File: src/verilog/mult_pkg.sv
`default_nettype none

package mult_pkg;

	localparam int XLEN        = 32;
	localparam int TAG_W       = 6;
	localparam int RS_DEPTH    = 4;  // also the dispatch credits after reset
	localparam int MLU_STAGES  = 3;
	localparam int FUQ_DEPTH   = 4;  // also the issue credits after reset
	localparam int CDB_CREDITS = 2;

	localparam int RS_IDX_W    = $clog2(RS_DEPTH);
	localparam int ISSUE_CNT_W = $clog2(FUQ_DEPTH + 1);
	localparam int FUQ_IDX_W   = $clog2(FUQ_DEPTH);
	localparam int FUQ_CNT_W   = $clog2(FUQ_DEPTH + 1);
	localparam int CDB_CNT_W   = $clog2(CDB_CREDITS + 1);
	localparam int MLU_SPLIT   = XLEN / 2;     // operand b is cut here into two partial products
	localparam int PROD_W      = 2 * XLEN + 2; // product of two 33-bit signed operands

	localparam logic [ISSUE_CNT_W-1:0] ISSUE_CREDIT_INIT = ISSUE_CNT_W'(FUQ_DEPTH);
	localparam logic [FUQ_CNT_W-1:0]   FUQ_FULL          = FUQ_CNT_W'(FUQ_DEPTH);
	localparam logic [CDB_CNT_W-1:0]   CDB_CREDIT_INIT   = CDB_CNT_W'(CDB_CREDITS);

	localparam logic [6:0] OPCODE_OP     = 7'b0110011;
	localparam logic [6:0] FUNCT7_MULDIV = 7'b0000001;

	typedef enum logic [1:0] {
		MULT_LO,
		MULT_HI_SS,
		MULT_HI_SU,
		MULT_HI_UU
	} mult_func_e;

	typedef struct packed {
		logic [6:0] funct7;
		logic [4:0] rs2;
		logic [4:0] rs1;
		logic [2:0] funct3;
		logic [4:0] rd;
		logic [6:0] opcode;
	} r_type_t;

	// same 32 bits, seen whole or split into R-type fields
	typedef union packed {
		logic [31:0] raw;
		r_type_t     r;
	} inst_word_u;

	typedef struct packed {
		logic             ready;
		logic [TAG_W-1:0] tag;
		logic [XLEN-1:0]  value;
	} operand_t;

	typedef struct packed {
		inst_word_u       inst;
		logic [TAG_W-1:0] dest_tag;
		operand_t         src_a;
		operand_t         src_b;
	} dispatch_t;

	typedef struct packed {
		mult_func_e       func;
		logic [TAG_W-1:0] dest_tag;
		logic [XLEN-1:0]  opa;
		logic [XLEN-1:0]  opb;
	} issue_t;

	typedef struct packed {
		logic             valid;
		logic [TAG_W-1:0] tag;
		logic [XLEN-1:0]  value;
	} wakeup_t;

	typedef struct packed {
		logic [TAG_W-1:0] dest_tag;
		logic             illegal;
		logic [XLEN-1:0]  value;
	} result_t;

endpackage

`default_nettype wire

File: src/verilog/mult_decode.sv
`default_nettype none

module mult_decode (
	input  mult_pkg::inst_word_u inst,
	output mult_pkg::mult_func_e func,
	output logic                 illegal
);

	logic bad_word;
	logic not_muldiv;

	always_comb begin
		case (inst.r.funct3)
			3'd0:    func = mult_pkg::MULT_LO;    // mul
			3'd1:    func = mult_pkg::MULT_HI_SS; // mulh
			3'd2:    func = mult_pkg::MULT_HI_SU; // mulhsu
			3'd3:    func = mult_pkg::MULT_HI_UU; // mulhu
			default: func = mult_pkg::MULT_LO;    // div group, flagged below
		endcase
	end

	always_comb begin
		bad_word = (inst.raw == '0) || (inst.raw == '1);
		not_muldiv = (inst.r.opcode != mult_pkg::OPCODE_OP) ||
			(inst.r.funct7 != mult_pkg::FUNCT7_MULDIV) ||
			inst.r.funct3[2];
		// still dispatched, the result comes back zero with illegal set
		illegal = bad_word || not_muldiv;
	end

endmodule

`default_nettype wire

File: src/verilog/mult_rs.sv
`default_nettype none

module mult_rs (
	input  logic                 clock,
	input  logic                 reset,
	input  logic                 squash,
	input  logic                 dispatch_valid,
	input  mult_pkg::dispatch_t  dispatch,
	input  mult_pkg::mult_func_e func,
	input  logic                 illegal,
	input  mult_pkg::wakeup_t    wakeup,
	input  logic                 fu_credit,
	output logic                 issue_valid,
	output mult_pkg::issue_t     issue,
	output logic                 issue_illegal,
	output logic                 dispatch_credit
);

	typedef struct packed {
		logic                       illegal;
		mult_pkg::mult_func_e       func;
		logic [mult_pkg::TAG_W-1:0] dest_tag;
		mult_pkg::operand_t         src_a;
		mult_pkg::operand_t         src_b;
	} rs_entry_t;

	rs_entry_t                                              ent [mult_pkg::RS_DEPTH];
	rs_entry_t                                              new_ent;
	logic [mult_pkg::RS_DEPTH-1:0]                          ent_valid;
	logic [mult_pkg::RS_DEPTH-1:0][mult_pkg::RS_DEPTH-1:0]  older; // older[i][j] set when i is ahead of j
	logic [mult_pkg::RS_DEPTH-1:0]                          ready;
	logic [mult_pkg::RS_IDX_W-1:0]                          free_idx;
	logic [mult_pkg::RS_IDX_W-1:0]                          sel_idx;
	logic                                                   sel_found;
	logic                                                   full;
	logic                                                   dispatch_fire;
	logic [mult_pkg::ISSUE_CNT_W-1:0]                       issue_credits;

	function automatic mult_pkg::operand_t wake(mult_pkg::operand_t op, mult_pkg::wakeup_t wk);
		mult_pkg::operand_t res;
		res = op;
		if (!op.ready && wk.valid && (wk.tag == op.tag)) begin
			res.ready = 1'b1;
			res.value = wk.value;
		end
		return res;
	endfunction

	always_comb begin
		full = &ent_valid;
		dispatch_fire = dispatch_valid && !full && !squash;
		free_idx = '0;
		for (int i = mult_pkg::RS_DEPTH - 1; i >= 0; i--) begin
			if (!ent_valid[i])
				free_idx = i[mult_pkg::RS_IDX_W-1:0]; // lowest free slot
		end
		new_ent.illegal = illegal;
		new_ent.func = func;
		new_ent.dest_tag = dispatch.dest_tag;
		new_ent.src_a = wake(dispatch.src_a, wakeup); // same-cycle wakeup still counts
		new_ent.src_b = wake(dispatch.src_b, wakeup);
	end

	// oldest ready entry with nothing ready ahead of it
	always_comb begin
		logic blocked;
		sel_found = 1'b0;
		sel_idx = '0;
		for (int i = 0; i < mult_pkg::RS_DEPTH; i++)
			ready[i] = ent_valid[i] && ent[i].src_a.ready && ent[i].src_b.ready;
		for (int i = 0; i < mult_pkg::RS_DEPTH; i++) begin
			blocked = 1'b0;
			for (int j = 0; j < mult_pkg::RS_DEPTH; j++)
				blocked = blocked | (ready[j] & older[j][i]);
			if (ready[i] && !blocked) begin
				sel_found = 1'b1;
				sel_idx = i[mult_pkg::RS_IDX_W-1:0];
			end
		end
	end

	assign issue_valid = sel_found && (issue_credits != '0);

	always_comb begin
		issue.func = ent[sel_idx].func;
		issue.dest_tag = ent[sel_idx].dest_tag;
		issue.opa = ent[sel_idx].src_a.value;
		issue.opb = ent[sel_idx].src_b.value;
		issue_illegal = ent[sel_idx].illegal;
	end

	always_ff @(posedge clock) begin
		if (reset || squash) begin
			ent_valid <= '0;
			older <= '0;
			issue_credits <= mult_pkg::ISSUE_CREDIT_INIT;
			dispatch_credit <= 1'b0;
		end else begin
			dispatch_credit <= issue_valid; // slot frees on issue
			if (issue_valid)
				ent_valid[sel_idx] <= 1'b0;
			if (dispatch_fire) begin
				ent_valid[free_idx] <= 1'b1;
				older[free_idx] <= '0;
				for (int j = 0; j < mult_pkg::RS_DEPTH; j++)
					older[j][free_idx] <= ent_valid[j];
			end
			case ({issue_valid, fu_credit})
				2'b10:   issue_credits <= issue_credits - 1'b1;
				2'b01:   issue_credits <= issue_credits + 1'b1;
				default: issue_credits <= issue_credits;
			endcase
		end
	end

	always_ff @(posedge clock) begin
		for (int i = 0; i < mult_pkg::RS_DEPTH; i++) begin
			if (ent_valid[i]) begin
				ent[i].src_a <= wake(ent[i].src_a, wakeup);
				ent[i].src_b <= wake(ent[i].src_b, wakeup);
			end
		end
		if (dispatch_fire)
			ent[free_idx] <= new_ent;
	end

	// upstream holds a credit for each free slot
	a_dispatch_not_full: assert property (@(posedge clock) disable iff (reset)
		dispatch_valid |-> !full)
		else $error("mult_rs: dispatch with every entry occupied");

	// a returned credit must belong to an earlier issue
	a_credit_bound: assert property (@(posedge clock) disable iff (reset)
		(fu_credit && !issue_valid) |-> (issue_credits < mult_pkg::ISSUE_CREDIT_INIT))
		else $error("mult_rs: issue credits above queue depth");

endmodule

`default_nettype wire

File: src/verilog/mlu.sv
`default_nettype none

module mlu (
	input  logic                      clock,
	input  logic                      reset,
	input  logic                      flush,
	input  logic                      in_valid,
	input  mult_pkg::mult_func_e      func,
	input  logic [mult_pkg::XLEN-1:0] opa,
	input  logic [mult_pkg::XLEN-1:0] opb,
	output logic                      out_valid,
	output logic [mult_pkg::XLEN-1:0] result
);

	// extend, partial products, sum and select: one register each
	if (mult_pkg::MLU_STAGES != 3) begin : g_stage_check
		$error("mlu datapath is built for three stages");
	end

	logic [mult_pkg::MLU_STAGES-1:0]      vld;
	logic                                 sign_a;
	logic                                 sign_b;
	mult_pkg::mult_func_e                 func_s1;
	mult_pkg::mult_func_e                 func_s2;
	logic signed [mult_pkg::XLEN:0]       a_s1;
	logic signed [mult_pkg::XLEN:0]       b_s1;
	logic signed [mult_pkg::PROD_W-1:0]   pp_lo_s2;
	logic signed [mult_pkg::PROD_W-1:0]   pp_hi_s2;
	logic signed [mult_pkg::PROD_W-1:0]   prod;

	always_comb begin
		sign_a = (func == mult_pkg::MULT_HI_SS) || (func == mult_pkg::MULT_HI_SU);
		sign_b = (func == mult_pkg::MULT_HI_SS);
	end

	always_ff @(posedge clock) begin
		if (reset || flush)
			vld <= '0;
		else
			vld <= {vld[mult_pkg::MLU_STAGES-2:0], in_valid};
	end

	assign out_valid = vld[mult_pkg::MLU_STAGES-1];

	always_ff @(posedge clock) begin
		// stage 1: one extra bit carries the sign or a zero
		a_s1 <= {sign_a & opa[mult_pkg::XLEN-1], opa};
		b_s1 <= {sign_b & opb[mult_pkg::XLEN-1], opb};
		func_s1 <= func;
		// stage 2: low half of b unsigned, upper part keeps the sign
		pp_lo_s2 <= a_s1 * $signed({1'b0, b_s1[mult_pkg::MLU_SPLIT-1:0]});
		pp_hi_s2 <= a_s1 * $signed(b_s1[mult_pkg::XLEN:mult_pkg::MLU_SPLIT]);
		func_s2 <= func_s1;
		// stage 3
		if (func_s2 == mult_pkg::MULT_LO)
			result <= prod[mult_pkg::XLEN-1:0];
		else
			result <= prod[2*mult_pkg::XLEN-1:mult_pkg::XLEN];
	end

	assign prod = (pp_hi_s2 <<< mult_pkg::MLU_SPLIT) + pp_lo_s2;

endmodule

`default_nettype wire

File: src/verilog/fu_mult.sv
`default_nettype none

module fu_mult (
	input  logic              clock,
	input  logic              reset,
	input  logic              squash,
	input  logic              issue_valid,
	input  mult_pkg::issue_t  issue,
	input  logic              issue_illegal,
	input  logic              cdb_credit,
	output logic              fu_credit,
	output logic              result_valid,
	output mult_pkg::result_t result
);

	typedef struct packed {
		logic [mult_pkg::TAG_W-1:0] dest_tag;
		logic                       illegal;
	} meta_t;

	meta_t                          meta [mult_pkg::MLU_STAGES]; // runs beside the mlu stages
	mult_pkg::result_t              fuq [mult_pkg::FUQ_DEPTH];
	mult_pkg::result_t              q_in;
	logic [mult_pkg::FUQ_IDX_W-1:0] wr_ptr;
	logic [mult_pkg::FUQ_IDX_W-1:0] rd_ptr;
	logic [mult_pkg::FUQ_CNT_W-1:0] count;
	logic [mult_pkg::CDB_CNT_W-1:0] out_credits;
	logic                           mlu_valid;
	logic [mult_pkg::XLEN-1:0]      mlu_result;
	logic                           push;

	mlu u_mlu (
		.clock(clock),
		.reset(reset),
		.flush(squash),
		.in_valid(issue_valid),
		.func(issue.func),
		.opa(issue.opa),
		.opb(issue.opb),
		.out_valid(mlu_valid),
		.result(mlu_result)
	);

	always_ff @(posedge clock) begin
		meta[0] <= '{dest_tag: issue.dest_tag, illegal: issue_illegal};
		for (int i = 1; i < mult_pkg::MLU_STAGES; i++)
			meta[i] <= meta[i-1];
	end

	always_comb begin
		q_in.dest_tag = meta[mult_pkg::MLU_STAGES-1].dest_tag;
		q_in.illegal = meta[mult_pkg::MLU_STAGES-1].illegal;
		q_in.value = q_in.illegal ? '0 : mlu_result;
	end

	assign push = mlu_valid && !squash;
	assign result_valid = (count != '0) && (out_credits != '0);
	assign fu_credit = result_valid; // queue slot frees as the result leaves
	assign result = fuq[rd_ptr];

	always_ff @(posedge clock) begin
		if (reset) begin
			wr_ptr <= '0;
			rd_ptr <= '0;
			count <= '0;
			out_credits <= mult_pkg::CDB_CREDIT_INIT;
		end else begin
			case ({result_valid, cdb_credit})
				2'b10:   out_credits <= out_credits - 1'b1;
				2'b01:   out_credits <= out_credits + 1'b1;
				default: out_credits <= out_credits;
			endcase
			if (squash) begin
				wr_ptr <= '0;
				rd_ptr <= '0;
				count <= '0;
			end else begin
				if (push)
					wr_ptr <= wr_ptr + 1'b1;
				if (result_valid)
					rd_ptr <= rd_ptr + 1'b1;
				case ({push, result_valid})
					2'b10:   count <= count + 1'b1;
					2'b01:   count <= count - 1'b1;
					default: count <= count;
				endcase
			end
		end
	end

	always_ff @(posedge clock) begin
		if (push)
			fuq[wr_ptr] <= q_in;
	end

	// issue credits in mult_rs keep in-flight plus queued within depth
	a_no_push_full: assert property (@(posedge clock) disable iff (reset)
		push |-> (count != mult_pkg::FUQ_FULL))
		else $error("fu_mult: result pushed into a full queue");

	a_cdb_credit_bound: assert property (@(posedge clock) disable iff (reset)
		cdb_credit |-> (out_credits != mult_pkg::CDB_CREDIT_INIT))
		else $error("fu_mult: output credits above initial count");

endmodule

`default_nettype wire

File: src/verilog/mult_subsys.sv
`default_nettype none

module mult_subsys (
	input  logic                clock,
	input  logic                reset,
	input  logic                squash,
	input  logic                dispatch_valid,
	input  mult_pkg::dispatch_t dispatch,
	input  mult_pkg::wakeup_t   wakeup,
	input  logic                cdb_credit,
	output logic                dispatch_credit,
	output logic                result_valid,
	output mult_pkg::result_t   result
);

	mult_pkg::mult_func_e func;
	logic                 illegal;
	logic                 issue_valid;
	mult_pkg::issue_t     issue;
	logic                 issue_illegal;
	logic                 fu_credit;

	mult_decode u_decode (
		.inst(dispatch.inst),
		.func(func),
		.illegal(illegal)
	);

	mult_rs u_rs (
		.clock(clock),
		.reset(reset),
		.squash(squash),
		.dispatch_valid(dispatch_valid),
		.dispatch(dispatch),
		.func(func),
		.illegal(illegal),
		.wakeup(wakeup),
		.fu_credit(fu_credit),
		.issue_valid(issue_valid),
		.issue(issue),
		.issue_illegal(issue_illegal),
		.dispatch_credit(dispatch_credit)
	);

	fu_mult u_fu (
		.clock(clock),
		.reset(reset),
		.squash(squash),
		.issue_valid(issue_valid),
		.issue(issue),
		.issue_illegal(issue_illegal),
		.cdb_credit(cdb_credit),
		.fu_credit(fu_credit),
		.result_valid(result_valid),
		.result(result)
	);

endmodule

`default_nettype wire

File: config.mk
export PLATFORM = sky130hd
export DESIGN_NAME = mult_subsys
export DESIGN_NICKNAME = d
export VERILOG_FILES = /design/src/verilog/mult_pkg.sv /design/src/verilog/mult_decode.sv /design/src/verilog/mult_rs.sv /design/src/verilog/mlu.sv /design/src/verilog/fu_mult.sv /design/src/verilog/mult_subsys.sv
export SDC_FILE = /design/constraint.sdc
export NUM_CORES = 2
export LEC_CHECK = 0
export BUFFER_PORTS_ARGS = -buffer_cell sky130_fd_sc_hd__buf_2
export CAP_MARGIN = 20
export CORE_MARGIN = 2
export CORE_UTILIZATION = 45
export CTS_BUF_LIST = sky130_fd_sc_hd__clkbuf_4
export CTS_CLUSTER_DIAMETER = 100
export DETAILED_ROUTE_END_ITERATION = 7
export PLACE_DENSITY = 0.63
export SLEW_MARGIN = 5
export SYNTH_ARGS = -nofsm -noshare
export SYNTH_HDL_FRONTEND = slang
export SYNTH_SLANG_ARGS = --single-unit
File: constraint.sdc
create_clock -name clock -period 8.6 [get_ports clock]
set_clock_uncertainty 0.05 [all_clocks]
set_input_delay 0.86 -clock clock [delete_from_list [all_inputs] [get_ports clock]]
set_output_delay 0.86 -clock clock [all_outputs]
set_load 0.05 [all_outputs]
==> flow_metrics.env <==
export IMPL_grt_max_degree=76
export IMPL_wl_per_cell_um=19.4
export IMPL_power_frac_clock_pct=13.3
export IMPL_synth_compound_area_share_pct=5.41
export IMPL_cellLeakagePower_nw=34.8
export IMPL_antenna_found_initial=17
export IMPL_antenna_left=0
export IMPL_r2r_end="u_fu.u_mlu.pp_hi_s2[47]"
export IMPL_worst_path_max_fanout=22
export IMPL_hold_class="in2reg"
export IMPL_cts_setup_buffers=0
export IMPL_start_util_pct=45.2
export IMPL_syn_inst=6515
export IMPL_grt_pass1_wl_um=281000
export IMPL_drive_gt1_share_pct=13.8
export IMPL_yosysWarnings=0
export IMPL_min_to="u_rs.ent[0][38]"
export IMPL_combPwrFrac_pct=66.8
export IMPL_cts_clk_slew_worst_paths_ns=0.07
export IMPL_grt_pass1_vias=49900
export IMPL_htree_levels=4
export IMPL_die_area_sq_mm=0.155
export IMPL_place_hpwl_um=131000
export IMPL_fin_nets=8365
export IMPL_synth_seq_cells=762
export IMPL_holdPathStages=3
export IMPL_synth_mux_area_share_pct=6.65
export IMPL_vdd_drop_max_v=0.000393
export IMPL_synth_cell_types=68
export IMPL_p_switching_mw=11.5
export IMPL_fillers=13900
export IMPL_required_ns=9.55
export IMPL_period_needed_ns=7.63
export IMPL_track_usage_pct=23.2
export IMPL_async_reset_ff_share_pct=0
export IMPL_rsz0062_at_grt="false"
export IMPL_r2r_start="u_fu.u_mlu.a_s1[7]"
export IMPL_pre_cts_ws_ns=1.06
export IMPL_detail_route_wirelength_um=177000
export IMPL_first_pass_iters=5
export IMPL_cts_made_buffers=190
export IMPL_dp_cells=8560
export IMPL_final_setup_viol_count=0
export IMPL_p_int_mw=12.5
export IMPL_dpl_cell_area_sq_mm=0.0719
export IMPL_crit_start="u_fu.u_mlu.a_s1[7]"
export IMPL_die_y_um=394
export IMPL_hold_ws_ns=0.185
export IMPL_maxCapViolCount=0
export IMPL_vias=47100
export IMPL_report_final_slew_viol_count=0
export IMPL_cts_sinks=762
export IMPL_yosysSeqAreaShare_pct=29.7
export IMPL_cp_arrival_ns=8.58
export IMPL_powerDensity_mw_per_mm2=315
export IMPL_hold_viol=0
export IMPL_io_buffers=185
export IMPL_tightest_slew_ns=1.18
export IMPL_syn_to_final_growth_pct=11.3
export IMPL_critPathLaunchType="flop"
export IMPL_pwr_share_seq_pct=19.9
export IMPL_synth_nets=7991
export IMPL_rrSetupSlack_ns=0.97
export IMPL_synth_edff_count=504
export IMPL_cts_repair_resized=0
export IMPL_place_congestion=0.900
export IMPL_post_route_util_pct=50.3
export IMPL_report_power_total_mw=24.0
export IMPL_fin_cells=9103
export IMPL_synth_adder_area_share_pct=35.3
export IMPL_synth_simple_area_share_pct=12.0
export IMPL_clock_path_buffers=3
export IMPL_io_pin_count=201
export IMPL_synth_flop_cell="edfxtp_1"
export IMPL_syn_area_sq_mm=0.0684
export IMPL_cts_root_buf="clkbuf_4"
export IMPL_overflow=0
export IMPL_maxSlewHeadroom_pct=20.4
export IMPL_synth_top_family_by_area="adder cells"
export IMPL_cts_hold_buffers=166
export IMPL_drt_iter0_drc=3045
export IMPL_die_x_um=394
export IMPL_route_detailed_drc=0
export IMPL_vias_per_cell=5.17
export IMPL_layout_worst_path_cycle_share_pct=88.7
export IMPL_rows=143
export IMPL_worstHoldStart="dispatch[38]"
export IMPL_swShare_pct=48.1
export IMPL_rr_worst_depth=24
export IMPL_cts_tree="built"
export IMPL_avgSynthCellArea_sq_um=10.5
export IMPL_critPathCaptureType="flop"
export IMPL_core_area_sq_mm=0.151
export IMPL_synthXorXnorAreaFrac_pct=2.60
export IMPL_fin_area_sq_mm=0.0762
export IMPL_status="complete, no violations"
export IMPL_clk_latency_ns=1.22
export IMPL_fin_ws_ns=0.973
export IMPL_critPathKind="reg2reg"
export IMPL_fmaxAchievable_mhz=131
export IMPL_tns_ns=0
## state kept, by name, indices dropped and copies added, names as in the netlist, named ones only
signal / count
u_rs.ent: 348
u_fu.fuq: 156
u_fu.u_mlu.pp_lo_s2: 50
u_fu.u_mlu.pp_hi_s2: 48
u_fu.u_mlu.a_s1: 33
u_fu.u_mlu.b_s1: 33
u_fu.u_mlu.result: 32
u_fu.meta: 21
u_rs.older: 12
u_rs.ent_valid: 4
u_fu.count: 3
u_fu.u_mlu.vld: 3
u_rs.issue_credits: 3
u_fu.out_credits: 2
u_fu.rd_ptr: 2
u_fu.u_mlu.func_s1: 2
u_fu.u_mlu.func_s2: 2
u_fu.wr_ptr: 2
## per-layer routing
layer	share of wire, %	global-route usage [%]	vias to the layer above
met5	0.0062	0	-
met4	2.8	7.63	2
met3	7.3	4.29	299
met2	47	37.5	1562
met1	43	31.6	23900
li1	-	-	21300
## final cells by class
type,count,area [sq um],share of cell area (%)
clock inverter,62,349,0.458
clock buffer,298,2240,2.94
antenna,16,40.0,0.0526
tap,2030,2540,3.33
multi-input combinational,4229,42400,55.7
timing repair buffer,492,3720,4.88
inverter,1214,4560,5.98
sequential,762,20300,26.7
## power by group through the flow
stage | Sequential, mW | Combinational [mW] | Clock (mW)
2_1_floorplan | 4.66 | 11.2 | 0
3_3_place_gp | 4.87 | 15.6 | 0
3_5_place_dp | 4.86 | 15.8 | 0
4_1_cts | 4.78 | 16.0 | 3.28
5_1_grt | 4.79 | 18.0 | 3.47
6_report | 4.79 | 16.0 | 3.19
## synthesized netlist by cell type (12+ instances only)
master / instances / area, sq um
inv_1: 1212 / 4550
fa_1: 1028 / 20600
nand2_1: 821 / 3080
edfxtp_1: 504 / 15100
and2_1: 438 / 2740
ha_1: 288 / 3600
clkbuf_1: 269 / 1010
dfxtp_1: 258 / 5160
mux2_2: 256 / 2880
a21oi_1: 225 / 1130
nor2_1: 218 / 818
o21ai_0: 158 / 791
xnor2_1: 130 / 1140
mux2i_1: 79 / 791
xor2_1: 73 / 639
a21o_1: 63 / 473
nor2b_1: 53 / 332
nor3_1: 45 / 225
buf_1: 41 / 154
mux4_2: 39 / 878
o21bai_1: 36 / 270
nand3_1: 28 / 140
and3_1: 27 / 169
nand2b_1: 24 / 150
o21a_1: 22 / 165
nand4_1: 19 / 119
a211oi_1: 16 / 120
a31oi_1: 12 / 75.1
## worst max path at each step
stage | cells after the start | to
2_1_floorplan | 22 | u_fu.u_mlu.pp_lo_s2[49]
3_3_place_gp | 24 | u_fu.u_mlu.pp_hi_s2[47]
3_5_place_dp | 25 | u_fu.u_mlu.pp_hi_s2[46]
4_1_cts | 25 | u_fu.u_mlu.pp_hi_s2[46]
5_1_grt | 24 | u_fu.u_mlu.pp_hi_s2[47]
6_report | 24 | u_fu.u_mlu.pp_hi_s2[47]
## critical path, cell delays in order (launching register included)
cell      delay, ns
dfxtp_1        0.67
buf_4          0.44
nand2_1        0.13
fa_1           0.56
inv_1          0.05
fa_1           0.51
inv_1          0.06
fa_1           0.53
inv_1          0.05
fa_1           0.44
fa_1           0.48
inv_1          0.05
fa_1           0.47
inv_1          0.04
ha_1           0.34
o21ai_0        0.19
a21oi_1        0.09
a211oi_1       0.35
a21oi_1        0.15
a21oi_1        0.48
o31a_1         0.38
o211ai_1       0.15
a21oi_1        0.46
o21ai_0        0.21
xnor2_1        0.16
## cell usage in the layout (no fill, tap or decap), types with 28 or more instances in the layout
| master | instances |
|---|---|
| a21o_1 | 63 |
| a21oi_1 | 224 |
| dlygate4sd3_1 | 166 |
| nor3_1 | 45 |
| dfxtp_1 | 256 |
| mux2_2 | 256 |
| o21bai_1 | 36 |
| and2_1 | 432 |
| buf_2 | 185 |
| fa_1 | 1028 |
| clkbuf_4 | 298 |
| nor2_1 | 216 |
| ha_1 | 288 |
| edfxtp_1 | 504 |
| mux2i_1 | 79 |
| clkinv_1 | 37 |
| xnor2_1 | 130 |
| nor2b_1 | 53 |
| o21ai_0 | 158 |
| inv_1 | 1212 |
| mux4_2 | 39 |
| nand3_1 | 28 |
| buf_4 | 135 |
| nand2_1 | 821 |
| xor2_1 | 73 |
## kinds of logic (layout without fill, tap and decap cells)
group,Yosys count,after routing
DFF,762,762
xor gates and xnor gates,203,203
AOI/OAI and AO/OA,609,609
muxes,374,374
adders and majority gates,1316,1316
other,0,16
buffers and inverters,1524,2066
and+or+nand+nor,1727,1727
(Power assumes the default switching activity.)
